**src/hw/core_bus_pkg.sv**
```systemverilog
`default_nettype none

package core_bus_pkg;

	// AXI4 field widths.
	localparam int addr_width = 32;
	localparam int data_width = 64;
	localparam int id_width = 4;
	localparam int strb_width = 8;
	localparam int len_width = 8;
	localparam int size_width = 3;
	localparam int burst_width = 2;
	localparam int resp_width = 2;

	// CLINT window, inclusive at both ends.
	localparam logic [addr_width-1:0] clint_base = 32'h0200_0000;
	localparam logic [addr_width-1:0] clint_limit = 32'h0200_ffff;

	// Machine timer, the only readable CLINT register.
	localparam logic [addr_width-1:0] clint_mtime_addr = 32'h0200_bff8;

	// Owner of the shared bus.
	typedef enum logic [2:0] {
		grant_idle,
		grant_ifu_read,
		grant_lsu_read,
		grant_clint_read,
		grant_lsu_write
	} grant_state_t;

	// Response codes in use.
	typedef enum logic [resp_width-1:0] {
		resp_okay = 2'b00,
		resp_slverr = 2'b10
	} axi_resp_t;

endpackage

`default_nettype wire

```
**src/hw/axi_interconnect.sv**
```systemverilog
`timescale 1ns/1ps
`default_nettype none

module axi_interconnect import core_bus_pkg::*; (
	input wire clock,
	input wire reset,

	// Instruction fetch read.
	input wire ifu_arvalid,
	input wire [addr_width-1:0] ifu_araddr,
	input wire [id_width-1:0] ifu_arid,
	input wire [len_width-1:0] ifu_arlen,
	input wire [size_width-1:0] ifu_arsize,
	input wire [burst_width-1:0] ifu_arburst,
	input wire ifu_rready,
	output logic ifu_arready,
	output logic ifu_rvalid,
	output logic [resp_width-1:0] ifu_rresp,
	output logic [data_width-1:0] ifu_rdata,
	output logic ifu_rlast,
	output logic [id_width-1:0] ifu_rid,

	// Load/store read.
	input wire lsu_arvalid,
	input wire [addr_width-1:0] lsu_araddr,
	input wire [id_width-1:0] lsu_arid,
	input wire [len_width-1:0] lsu_arlen,
	input wire [size_width-1:0] lsu_arsize,
	input wire [burst_width-1:0] lsu_arburst,
	input wire lsu_rready,
	output logic lsu_arready,
	output logic lsu_rvalid,
	output logic [resp_width-1:0] lsu_rresp,
	output logic [data_width-1:0] lsu_rdata,
	output logic lsu_rlast,
	output logic [id_width-1:0] lsu_rid,

	// Load/store write.
	input wire lsu_awvalid,
	input wire [addr_width-1:0] lsu_awaddr,
	input wire [id_width-1:0] lsu_awid,
	input wire [len_width-1:0] lsu_awlen,
	input wire [size_width-1:0] lsu_awsize,
	input wire [burst_width-1:0] lsu_awburst,
	input wire lsu_wvalid,
	input wire [data_width-1:0] lsu_wdata,
	input wire [strb_width-1:0] lsu_wstrb,
	input wire lsu_wlast,
	input wire lsu_bready,
	output logic lsu_awready,
	output logic lsu_wready,
	output logic lsu_bvalid,
	output logic [resp_width-1:0] lsu_bresp,
	output logic [id_width-1:0] lsu_bid,

	// On-chip CLINT.
	output logic clint_arvalid,
	output logic [addr_width-1:0] clint_araddr,
	output logic [id_width-1:0] clint_arid,
	output logic [len_width-1:0] clint_arlen,
	output logic [size_width-1:0] clint_arsize,
	output logic [burst_width-1:0] clint_arburst,
	output logic clint_rready,
	input wire clint_arready,
	input wire clint_rvalid,
	input wire [resp_width-1:0] clint_rresp,
	input wire [data_width-1:0] clint_rdata,
	input wire clint_rlast,
	input wire [id_width-1:0] clint_rid,

	// External AXI4 master port.
	input wire io_master_awready,
	output logic io_master_awvalid,
	output logic [addr_width-1:0] io_master_awaddr,
	output logic [id_width-1:0] io_master_awid,
	output logic [len_width-1:0] io_master_awlen,
	output logic [size_width-1:0] io_master_awsize,
	output logic [burst_width-1:0] io_master_awburst,
	input wire io_master_wready,
	output logic io_master_wvalid,
	output logic [data_width-1:0] io_master_wdata,
	output logic [strb_width-1:0] io_master_wstrb,
	output logic io_master_wlast,
	output logic io_master_bready,
	input wire io_master_bvalid,
	input wire [resp_width-1:0] io_master_bresp,
	input wire [id_width-1:0] io_master_bid,
	input wire io_master_arready,
	output logic io_master_arvalid,
	output logic [addr_width-1:0] io_master_araddr,
	output logic [id_width-1:0] io_master_arid,
	output logic [len_width-1:0] io_master_arlen,
	output logic [size_width-1:0] io_master_arsize,
	output logic [burst_width-1:0] io_master_arburst,
	output logic io_master_rready,
	input wire io_master_rvalid,
	input wire [resp_width-1:0] io_master_rresp,
	input wire [data_width-1:0] io_master_rdata,
	input wire io_master_rlast,
	input wire [id_width-1:0] io_master_rid
);

	grant_state_t grant_state;
	grant_state_t next_state;
	grant_state_t route_state;

	logic lsu_is_clint;
	logic ifu_read_done;
	logic lsu_read_done;
	logic clint_read_done;
	logic lsu_write_done;

	assign lsu_is_clint = (lsu_araddr >= clint_base) && (lsu_araddr <= clint_limit);

	// Completing handshakes, one per owner.
	assign ifu_read_done = io_master_rvalid && ifu_rready && io_master_rlast;
	assign lsu_read_done = io_master_rvalid && lsu_rready && io_master_rlast;
	assign clint_read_done = clint_rvalid && lsu_rready && clint_rlast;
	assign lsu_write_done = io_master_bvalid && lsu_bready;

	always_ff @(posedge clock) begin
		if (reset) begin
			grant_state <= grant_idle;
		end else begin
			grant_state <= next_state;
		end
	end

	always_comb begin
		next_state = grant_state;
		case (grant_state)
			grant_idle: begin
				// Fixed priority. ifu read first, lsu write last.
				if (ifu_arvalid) begin
					next_state = grant_ifu_read;
				end else if (lsu_arvalid && lsu_is_clint) begin
					next_state = grant_clint_read;
				end else if (lsu_arvalid) begin
					next_state = grant_lsu_read;
				end else if (lsu_awvalid) begin
					next_state = grant_lsu_write;
				end
			end
			grant_ifu_read: begin
				if (ifu_read_done) begin
					next_state = grant_idle;
				end
			end
			grant_lsu_read: begin
				if (lsu_read_done) begin
					next_state = grant_idle;
				end
			end
			grant_clint_read: begin
				if (clint_read_done) begin
					next_state = grant_idle;
				end
			end
			grant_lsu_write: begin
				if (lsu_write_done) begin
					next_state = grant_idle;
				end
			end
			default: begin
				next_state = grant_idle;
			end
		endcase
	end

	// A fresh grant routes in the cycle it is won; an owner keeps the
	// route through its completing beat.
	assign route_state = (grant_state == grant_idle) ? next_state : grant_state;

	// Handshake signals follow the owner, all others stay low.
	always_comb begin
		ifu_arready = 1'b0;
		ifu_rvalid = 1'b0;
		lsu_arready = 1'b0;
		lsu_rvalid = 1'b0;
		lsu_awready = 1'b0;
		lsu_wready = 1'b0;
		lsu_bvalid = 1'b0;
		clint_arvalid = 1'b0;
		clint_rready = 1'b0;
		io_master_arvalid = 1'b0;
		io_master_rready = 1'b0;
		io_master_awvalid = 1'b0;
		io_master_wvalid = 1'b0;
		io_master_bready = 1'b0;
		case (route_state)
			grant_ifu_read: begin
				io_master_arvalid = ifu_arvalid;
				ifu_arready = io_master_arready;
				ifu_rvalid = io_master_rvalid;
				io_master_rready = ifu_rready;
			end
			grant_lsu_read: begin
				io_master_arvalid = lsu_arvalid;
				lsu_arready = io_master_arready;
				lsu_rvalid = io_master_rvalid;
				io_master_rready = lsu_rready;
			end
			grant_clint_read: begin
				clint_arvalid = lsu_arvalid;
				lsu_arready = clint_arready;
				lsu_rvalid = clint_rvalid;
				clint_rready = lsu_rready;
			end
			grant_lsu_write: begin
				io_master_awvalid = lsu_awvalid;
				lsu_awready = io_master_awready;
				io_master_wvalid = lsu_wvalid;
				lsu_wready = io_master_wready;
				lsu_bvalid = io_master_bvalid;
				io_master_bready = lsu_bready;
			end
			default: begin
			end
		endcase
	end

	// Payload is qualified by the valid signals above.
	assign io_master_araddr = (route_state == grant_ifu_read) ? ifu_araddr : lsu_araddr;
	assign io_master_arid = (route_state == grant_ifu_read) ? ifu_arid : lsu_arid;
	assign io_master_arlen = (route_state == grant_ifu_read) ? ifu_arlen : lsu_arlen;
	assign io_master_arsize = (route_state == grant_ifu_read) ? ifu_arsize : lsu_arsize;
	assign io_master_arburst = (route_state == grant_ifu_read) ? ifu_arburst : lsu_arburst;

	assign clint_araddr = lsu_araddr;
	assign clint_arid = lsu_arid;
	assign clint_arlen = lsu_arlen;
	assign clint_arsize = lsu_arsize;
	assign clint_arburst = lsu_arburst;

	// Write channels only ever come from the lsu.
	assign io_master_awaddr = lsu_awaddr;
	assign io_master_awid = lsu_awid;
	assign io_master_awlen = lsu_awlen;
	assign io_master_awsize = lsu_awsize;
	assign io_master_awburst = lsu_awburst;
	assign io_master_wdata = lsu_wdata;
	assign io_master_wstrb = lsu_wstrb;
	assign io_master_wlast = lsu_wlast;
	assign lsu_bresp = io_master_bresp;
	assign lsu_bid = io_master_bid;

	assign ifu_rresp = io_master_rresp;
	assign ifu_rdata = io_master_rdata;
	assign ifu_rlast = io_master_rlast;
	assign ifu_rid = io_master_rid;

	// lsu read data from the CLINT or the external port.
	assign lsu_rresp = (route_state == grant_clint_read) ? clint_rresp : io_master_rresp;
	assign lsu_rdata = (route_state == grant_clint_read) ? clint_rdata : io_master_rdata;
	assign lsu_rlast = (route_state == grant_clint_read) ? clint_rlast : io_master_rlast;
	assign lsu_rid = (route_state == grant_clint_read) ? clint_rid : io_master_rid;

endmodule

`default_nettype wire

```
**src/hw/clint.sv**
```systemverilog
`timescale 1ns/1ps
`default_nettype none

module clint import core_bus_pkg::*; (
	input wire clock,
	input wire reset,

	// Read address.
	input wire arvalid,
	input wire [addr_width-1:0] araddr,
	input wire [id_width-1:0] arid,
	input wire [len_width-1:0] arlen,
	input wire [size_width-1:0] arsize,
	input wire [burst_width-1:0] arburst,
	output logic arready,

	// Read data.
	input wire rready,
	output logic rvalid,
	output axi_resp_t rresp,
	output logic [data_width-1:0] rdata,
	output logic rlast,
	output logic [id_width-1:0] rid
);

	logic [data_width-1:0] mtime;
	logic ar_fire;
	logic r_fire;

	// One response in flight, new address only once it has drained.
	assign arready = !rvalid;
	assign ar_fire = arvalid && arready;
	assign r_fire = rvalid && rready;

	// Every response is a single beat.
	// arlen, arsize and arburst are accepted but not examined.
	assign rlast = 1'b1;

	// Free-running machine timer.
	always_ff @(posedge clock) begin
		if (reset) begin
			mtime <= '0;
		end else begin
			mtime <= mtime + 1'b1;
		end
	end

	always_ff @(posedge clock) begin
		if (reset) begin
			rvalid <= 1'b0;
		end else if (ar_fire) begin
			rvalid <= 1'b1;
		end else if (r_fire) begin
			rvalid <= 1'b0;
		end
	end

	// Response payload, captured with the address.
	always_ff @(posedge clock) begin
		if (ar_fire) begin
			rid <= arid;
			if (araddr == clint_mtime_addr) begin
				rdata <= mtime;
				rresp <= resp_okay;
			end else begin
				rdata <= '0;
				rresp <= resp_slverr;
			end
		end
	end

endmodule

`default_nettype wire

```
**src/hw/core_bus.sv**
```systemverilog
`timescale 1ns/1ps
`default_nettype none

module core_bus import core_bus_pkg::*; (
	input wire clock,
	input wire reset,

	// Instruction fetch read.
	input wire ifu_arvalid,
	input wire [addr_width-1:0] ifu_araddr,
	input wire [id_width-1:0] ifu_arid,
	input wire [len_width-1:0] ifu_arlen,
	input wire [size_width-1:0] ifu_arsize,
	input wire [burst_width-1:0] ifu_arburst,
	input wire ifu_rready,
	output logic ifu_arready,
	output logic ifu_rvalid,
	output logic [resp_width-1:0] ifu_rresp,
	output logic [data_width-1:0] ifu_rdata,
	output logic ifu_rlast,
	output logic [id_width-1:0] ifu_rid,

	// Load/store read.
	input wire lsu_arvalid,
	input wire [addr_width-1:0] lsu_araddr,
	input wire [id_width-1:0] lsu_arid,
	input wire [len_width-1:0] lsu_arlen,
	input wire [size_width-1:0] lsu_arsize,
	input wire [burst_width-1:0] lsu_arburst,
	input wire lsu_rready,
	output logic lsu_arready,
	output logic lsu_rvalid,
	output logic [resp_width-1:0] lsu_rresp,
	output logic [data_width-1:0] lsu_rdata,
	output logic lsu_rlast,
	output logic [id_width-1:0] lsu_rid,

	// Load/store write.
	input wire lsu_awvalid,
	input wire [addr_width-1:0] lsu_awaddr,
	input wire [id_width-1:0] lsu_awid,
	input wire [len_width-1:0] lsu_awlen,
	input wire [size_width-1:0] lsu_awsize,
	input wire [burst_width-1:0] lsu_awburst,
	input wire lsu_wvalid,
	input wire [data_width-1:0] lsu_wdata,
	input wire [strb_width-1:0] lsu_wstrb,
	input wire lsu_wlast,
	input wire lsu_bready,
	output logic lsu_awready,
	output logic lsu_wready,
	output logic lsu_bvalid,
	output logic [resp_width-1:0] lsu_bresp,
	output logic [id_width-1:0] lsu_bid,

	// External AXI4 master port.
	input wire io_master_awready,
	output logic io_master_awvalid,
	output logic [addr_width-1:0] io_master_awaddr,
	output logic [id_width-1:0] io_master_awid,
	output logic [len_width-1:0] io_master_awlen,
	output logic [size_width-1:0] io_master_awsize,
	output logic [burst_width-1:0] io_master_awburst,
	input wire io_master_wready,
	output logic io_master_wvalid,
	output logic [data_width-1:0] io_master_wdata,
	output logic [strb_width-1:0] io_master_wstrb,
	output logic io_master_wlast,
	output logic io_master_bready,
	input wire io_master_bvalid,
	input wire [resp_width-1:0] io_master_bresp,
	input wire [id_width-1:0] io_master_bid,
	input wire io_master_arready,
	output logic io_master_arvalid,
	output logic [addr_width-1:0] io_master_araddr,
	output logic [id_width-1:0] io_master_arid,
	output logic [len_width-1:0] io_master_arlen,
	output logic [size_width-1:0] io_master_arsize,
	output logic [burst_width-1:0] io_master_arburst,
	output logic io_master_rready,
	input wire io_master_rvalid,
	input wire [resp_width-1:0] io_master_rresp,
	input wire [data_width-1:0] io_master_rdata,
	input wire io_master_rlast,
	input wire [id_width-1:0] io_master_rid
);

	// Interconnect to CLINT.
	logic clint_arvalid;
	logic [addr_width-1:0] clint_araddr;
	logic [id_width-1:0] clint_arid;
	logic [len_width-1:0] clint_arlen;
	logic [size_width-1:0] clint_arsize;
	logic [burst_width-1:0] clint_arburst;
	logic clint_arready;
	logic clint_rready;
	logic clint_rvalid;
	logic [resp_width-1:0] clint_rresp;
	logic [data_width-1:0] clint_rdata;
	logic clint_rlast;
	logic [id_width-1:0] clint_rid;

	// Port names match the top level one to one.
	axi_interconnect u_interconnect (.*);

	clint u_clint (
		.clock(clock),
		.reset(reset),
		.arvalid(clint_arvalid),
		.araddr(clint_araddr),
		.arid(clint_arid),
		.arlen(clint_arlen),
		.arsize(clint_arsize),
		.arburst(clint_arburst),
		.arready(clint_arready),
		.rready(clint_rready),
		.rvalid(clint_rvalid),
		.rresp(clint_rresp),
		.rdata(clint_rdata),
		.rlast(clint_rlast),
		.rid(clint_rid)
	);

endmodule

`default_nettype wire

```
**config.mk**
```make
export PLATFORM = sky130hd
export DESIGN_NAME = core_bus
export DESIGN_NICKNAME = d
export VERILOG_FILES = /design/src/hw/core_bus_pkg.sv /design/src/hw/axi_interconnect.sv /design/src/hw/clint.sv /design/src/hw/core_bus.sv
export SDC_FILE = /design/constraint.sdc
export NUM_CORES = 1
export LEC_CHECK = 0
export BUFFER_PORTS_ARGS = -buffer_cell sky130_fd_sc_hd__buf_2
export CORE_AREA = 4 4 250 252
export CTS_CLUSTER_DIAMETER = 100
export DETAILED_ROUTE_END_ITERATION = 16
export DIE_AREA = 0 0 254 256
export SKIP_LAST_GASP = 1
export SYNTH_ARGS = -nofsm -noshare
export SYNTH_HDL_FRONTEND = slang
export SYNTH_SLANG_ARGS = --single-unit
export TNS_END_PERCENT = 20
```
**constraint.sdc**
```tcl
create_clock -name clock -period 9.11 [get_ports clock]
set_input_delay 1.822 -clock clock [delete_from_list [all_inputs] [get_ports clock]]
set_output_delay 1.822 -clock clock [all_outputs]
set_load 0.005 [all_outputs]
```
==> reports/qor.txt <==
Startpoint Class -> input pin
Slew HR -> 0.253
Final setup viols -> 0
Die H -> 256 microns
total track usage -> 0.102
outcome -> completed
slowest cell delay on critical path -> 0.53 ns
synth-to-layout area growth -> 22.5%
total grt overflow -> 0
Clk pin slew, worst setup/hold paths -> 0.06 ns
drt pass-1 iters -> 4
row cnt -> 90
placed cell count -> 1822
CTS resizes -> 0
Fillers -> 6646
Clock Skew -> 0.0156 ns
ys flop type -> edfxtp_1
Hold Path Class -> flip-flop to flip-flop
htree depth -> 4
Setup crit end kind -> primary output
Crit-path slowest cell -> buf_4
Root Buffer -> clkbuf_16
TritonCTS Sinks -> 137
ys async rst share -> 0
Post-DRT Antenna Nets -> 0
cts bufs inserted -> 17
Crit Path Max Fanout -> 46
vias per cell -> 3.80
worst endpoint required time -> 7.29 ns
critical path arrival -> 4.19 ns
Die X -> 254 microns
Fin. Hold Viols -> 0
top-level port count -> 642
CTS tree -> yes
LEAKAGE -> 4.23 nW
drt total wl -> 35400 microns
Final Non-Filler Cells -> 1857
setup bufs post-CTS -> 0
Via Count -> 7049
Final #Nets -> 1371
area of the multi-input gates -> 0.00368 sq mm
fmax -> 166 MHz
PwrDens -> 152 mW/mm^2
area leader, netlist -> edfxtp_1
maximum vdd drop -> 0.117 mV
Initial Utilization -> 0.146
pin count of the biggest net entering global routing -> 69
register area share after synthesis -> 0.391
DR iter-0 viols -> 371
vias in the first global route -> 7058
Post-synth top cells -> buf_4 (200), mux2_2 (118), and2_1 (69), edfxtp_1 (69), dfxtp_1 (68)
Post-Syn Instances -> 885
Least-Margin Pin Slew -> 1.11 ns
Avg WL per Cell -> 19.1 microns
CP dominant cell by count -> buf_2
top-area cell type share of the netlist area -> 0.236
core area -> 0.0601 sq mm
minimum clock period -> 6.01 ns
Critical Path, Cell by Cell -> buf_2 > nor4_1 > nand4_1 > o21ai_4 > buf_4 > mux2_2 > buf_2
post-synth net total -> 1197
layout cell share with drive strength beyond 1 -> 0.521
Syn Area/Cell -> 9.92 sq um
Synth Register Bits -> 137
largest cells by area after synthesis -> edfxtp_1 (24%), buf_4 (17%), dfxtp_1 (15%)
die area -> 0.0650 sq mm
most common cell in the netlist -> buf_4
GPL Wtd Cong -> 0.712
CTS Hold Bufs -> 0
RSZ-0062 raised after global routing -> no
initial antenna violation count -> 4
synth warn -> 0
first-pass GRT wire length -> 47800 microns
Setup Total Neg Slack -> 0 ns
Synth Cell Area -> 0.00878 sq mm
Post-synth EDFFs -> 69
dpl hpwl -> 29000 microns
number of port buffers -> 385
Post-route DRC -> 0
Crit Path Class -> input pin to primary output
clk buf depth -> 2
sequential standard cell area -> 0.00343 sq mm
Slew Viols, Final -> 0
crit share post-route -> 0.660
Synth cell types -> 48
Max Cap Viol -> 0
Clock Latency Late Sink -> 0.44 ns
layer usage:
layer  vias to the layer above  global-route usage  wire [microns]
met4                         0              0.0413            1110
met5                         -                   0               0
met3                        99              0.0181            2260
li1                       3270                   -               -
met2                       366               0.207           19500
met1                      3314               0.100           12600
final cells by class:
type | instances | share of cell area
multi-input combinational | 498 | 0.342
sequential | 137 | 0.319
timing repair buffer | 393 | 0.185
tap | 782 | 0.0909
clock buffer | 17 | 0.0395
clock inverter | 15 | 0.0186
inverter | 12 | 0.00419
antenna | 3 | 0.000698
logic make-up after synthesis:
kind of cell / Yosys count / synth area share
flip-flops: 137 / 0.391
XOR/XNOR: 29 / 0.0289
multiplexers: 119 / 0.152
buffers and inverters: 250 / 0.194
adder cells (fa/ha/maj): 1 / 0.00142
AO/OA/AOI/OAI: 83 / 0.0534
AND/OR/NAND/NOR: 266 / 0.179
sequential cells by signal, summed over array words and instances (netlist names):
name	cells
u_clint.mtime	64
u_clint.rdata	64
u_clint.rid	4
u_interconnect.grant_state	3
u_clint.rresp	1
u_clint.rvalid	1
placed cells by master (no fill, tap or decap), types with 3 or more instances in the layout:
cell type,Yosys,routed
nand4_1,17,17
nand2_1,31,31
buf_4,200,8
clkbuf_16,0,17
nor4_4,3,4
nor2_1,47,46
inv_1,12,12
xor2_1,23,23
edfxtp_1,69,69
inv_8,0,6
nand3_1,24,24
nor4_1,8,8
diode_2,0,3
and2_1,69,69
inv_6,0,3
nor3_1,4,4
and4_1,3,3
or3_1,21,21
and3_1,7,7
or4_1,14,14
a21oi_1,38,38
o21ai_0,24,23
o31ai_1,13,13
nand4_2,3,3
xnor2_1,6,6
mux2_2,118,118
dfxtp_1,68,68
buf_2,7,385
stage by stage:
step                      utilization  cell area, sq um  power, mW  hold WS [ns]  setup slack, ns
final                           0.179             10800       1.63         0.494             3.10
after global routing            0.179             10800       1.70         0.517             2.92
after CTS                       0.179             10800       1.67         0.498             3.05
after detailed placement        0.168             10100      0.909         0.489             3.07
after global placement          0.168             10100      0.906         0.466             3.15
after floorplan                     -              8780      0.832         0.447             2.73
critical path: cells and delay by family:
family                 cells  cell delay, ns
and+or+nand+nor            2            0.82
buffers and inverters      3            0.78
muxes                      1            0.40
AOI/OAI and AO/OA          1            0.31
path summary, 6_finish.rpt:
| check | cells past startpoint | endpoint | slack, ns | from |
|---|---|---|---|---|
| worst min-delay path | 2 | u_clint.mtime[63] | 0.49 | u_clint.mtime[63] |
| worst max-delay path | 7 | lsu_rdata[33] | 3.10 | lsu_araddr[21] |
| worst min register to register | 2 | u_clint.mtime[63] | 0.49 | u_clint.mtime[63] |
| worst max register to register | 7 | u_clint.rdata[16] | 5.89 | u_interconnect.grant_state[2] |
power by group:
part,leakage [nW],internal (mW),switching (mW),total [mW]
Sequential,1.19,0.648,0.00609,0.654
Clock,0.309,0.421,0.322,0.743
Combinational,2.74,0.125,0.111,0.236
No activity file was read; power rests on OpenSTA's default activity.
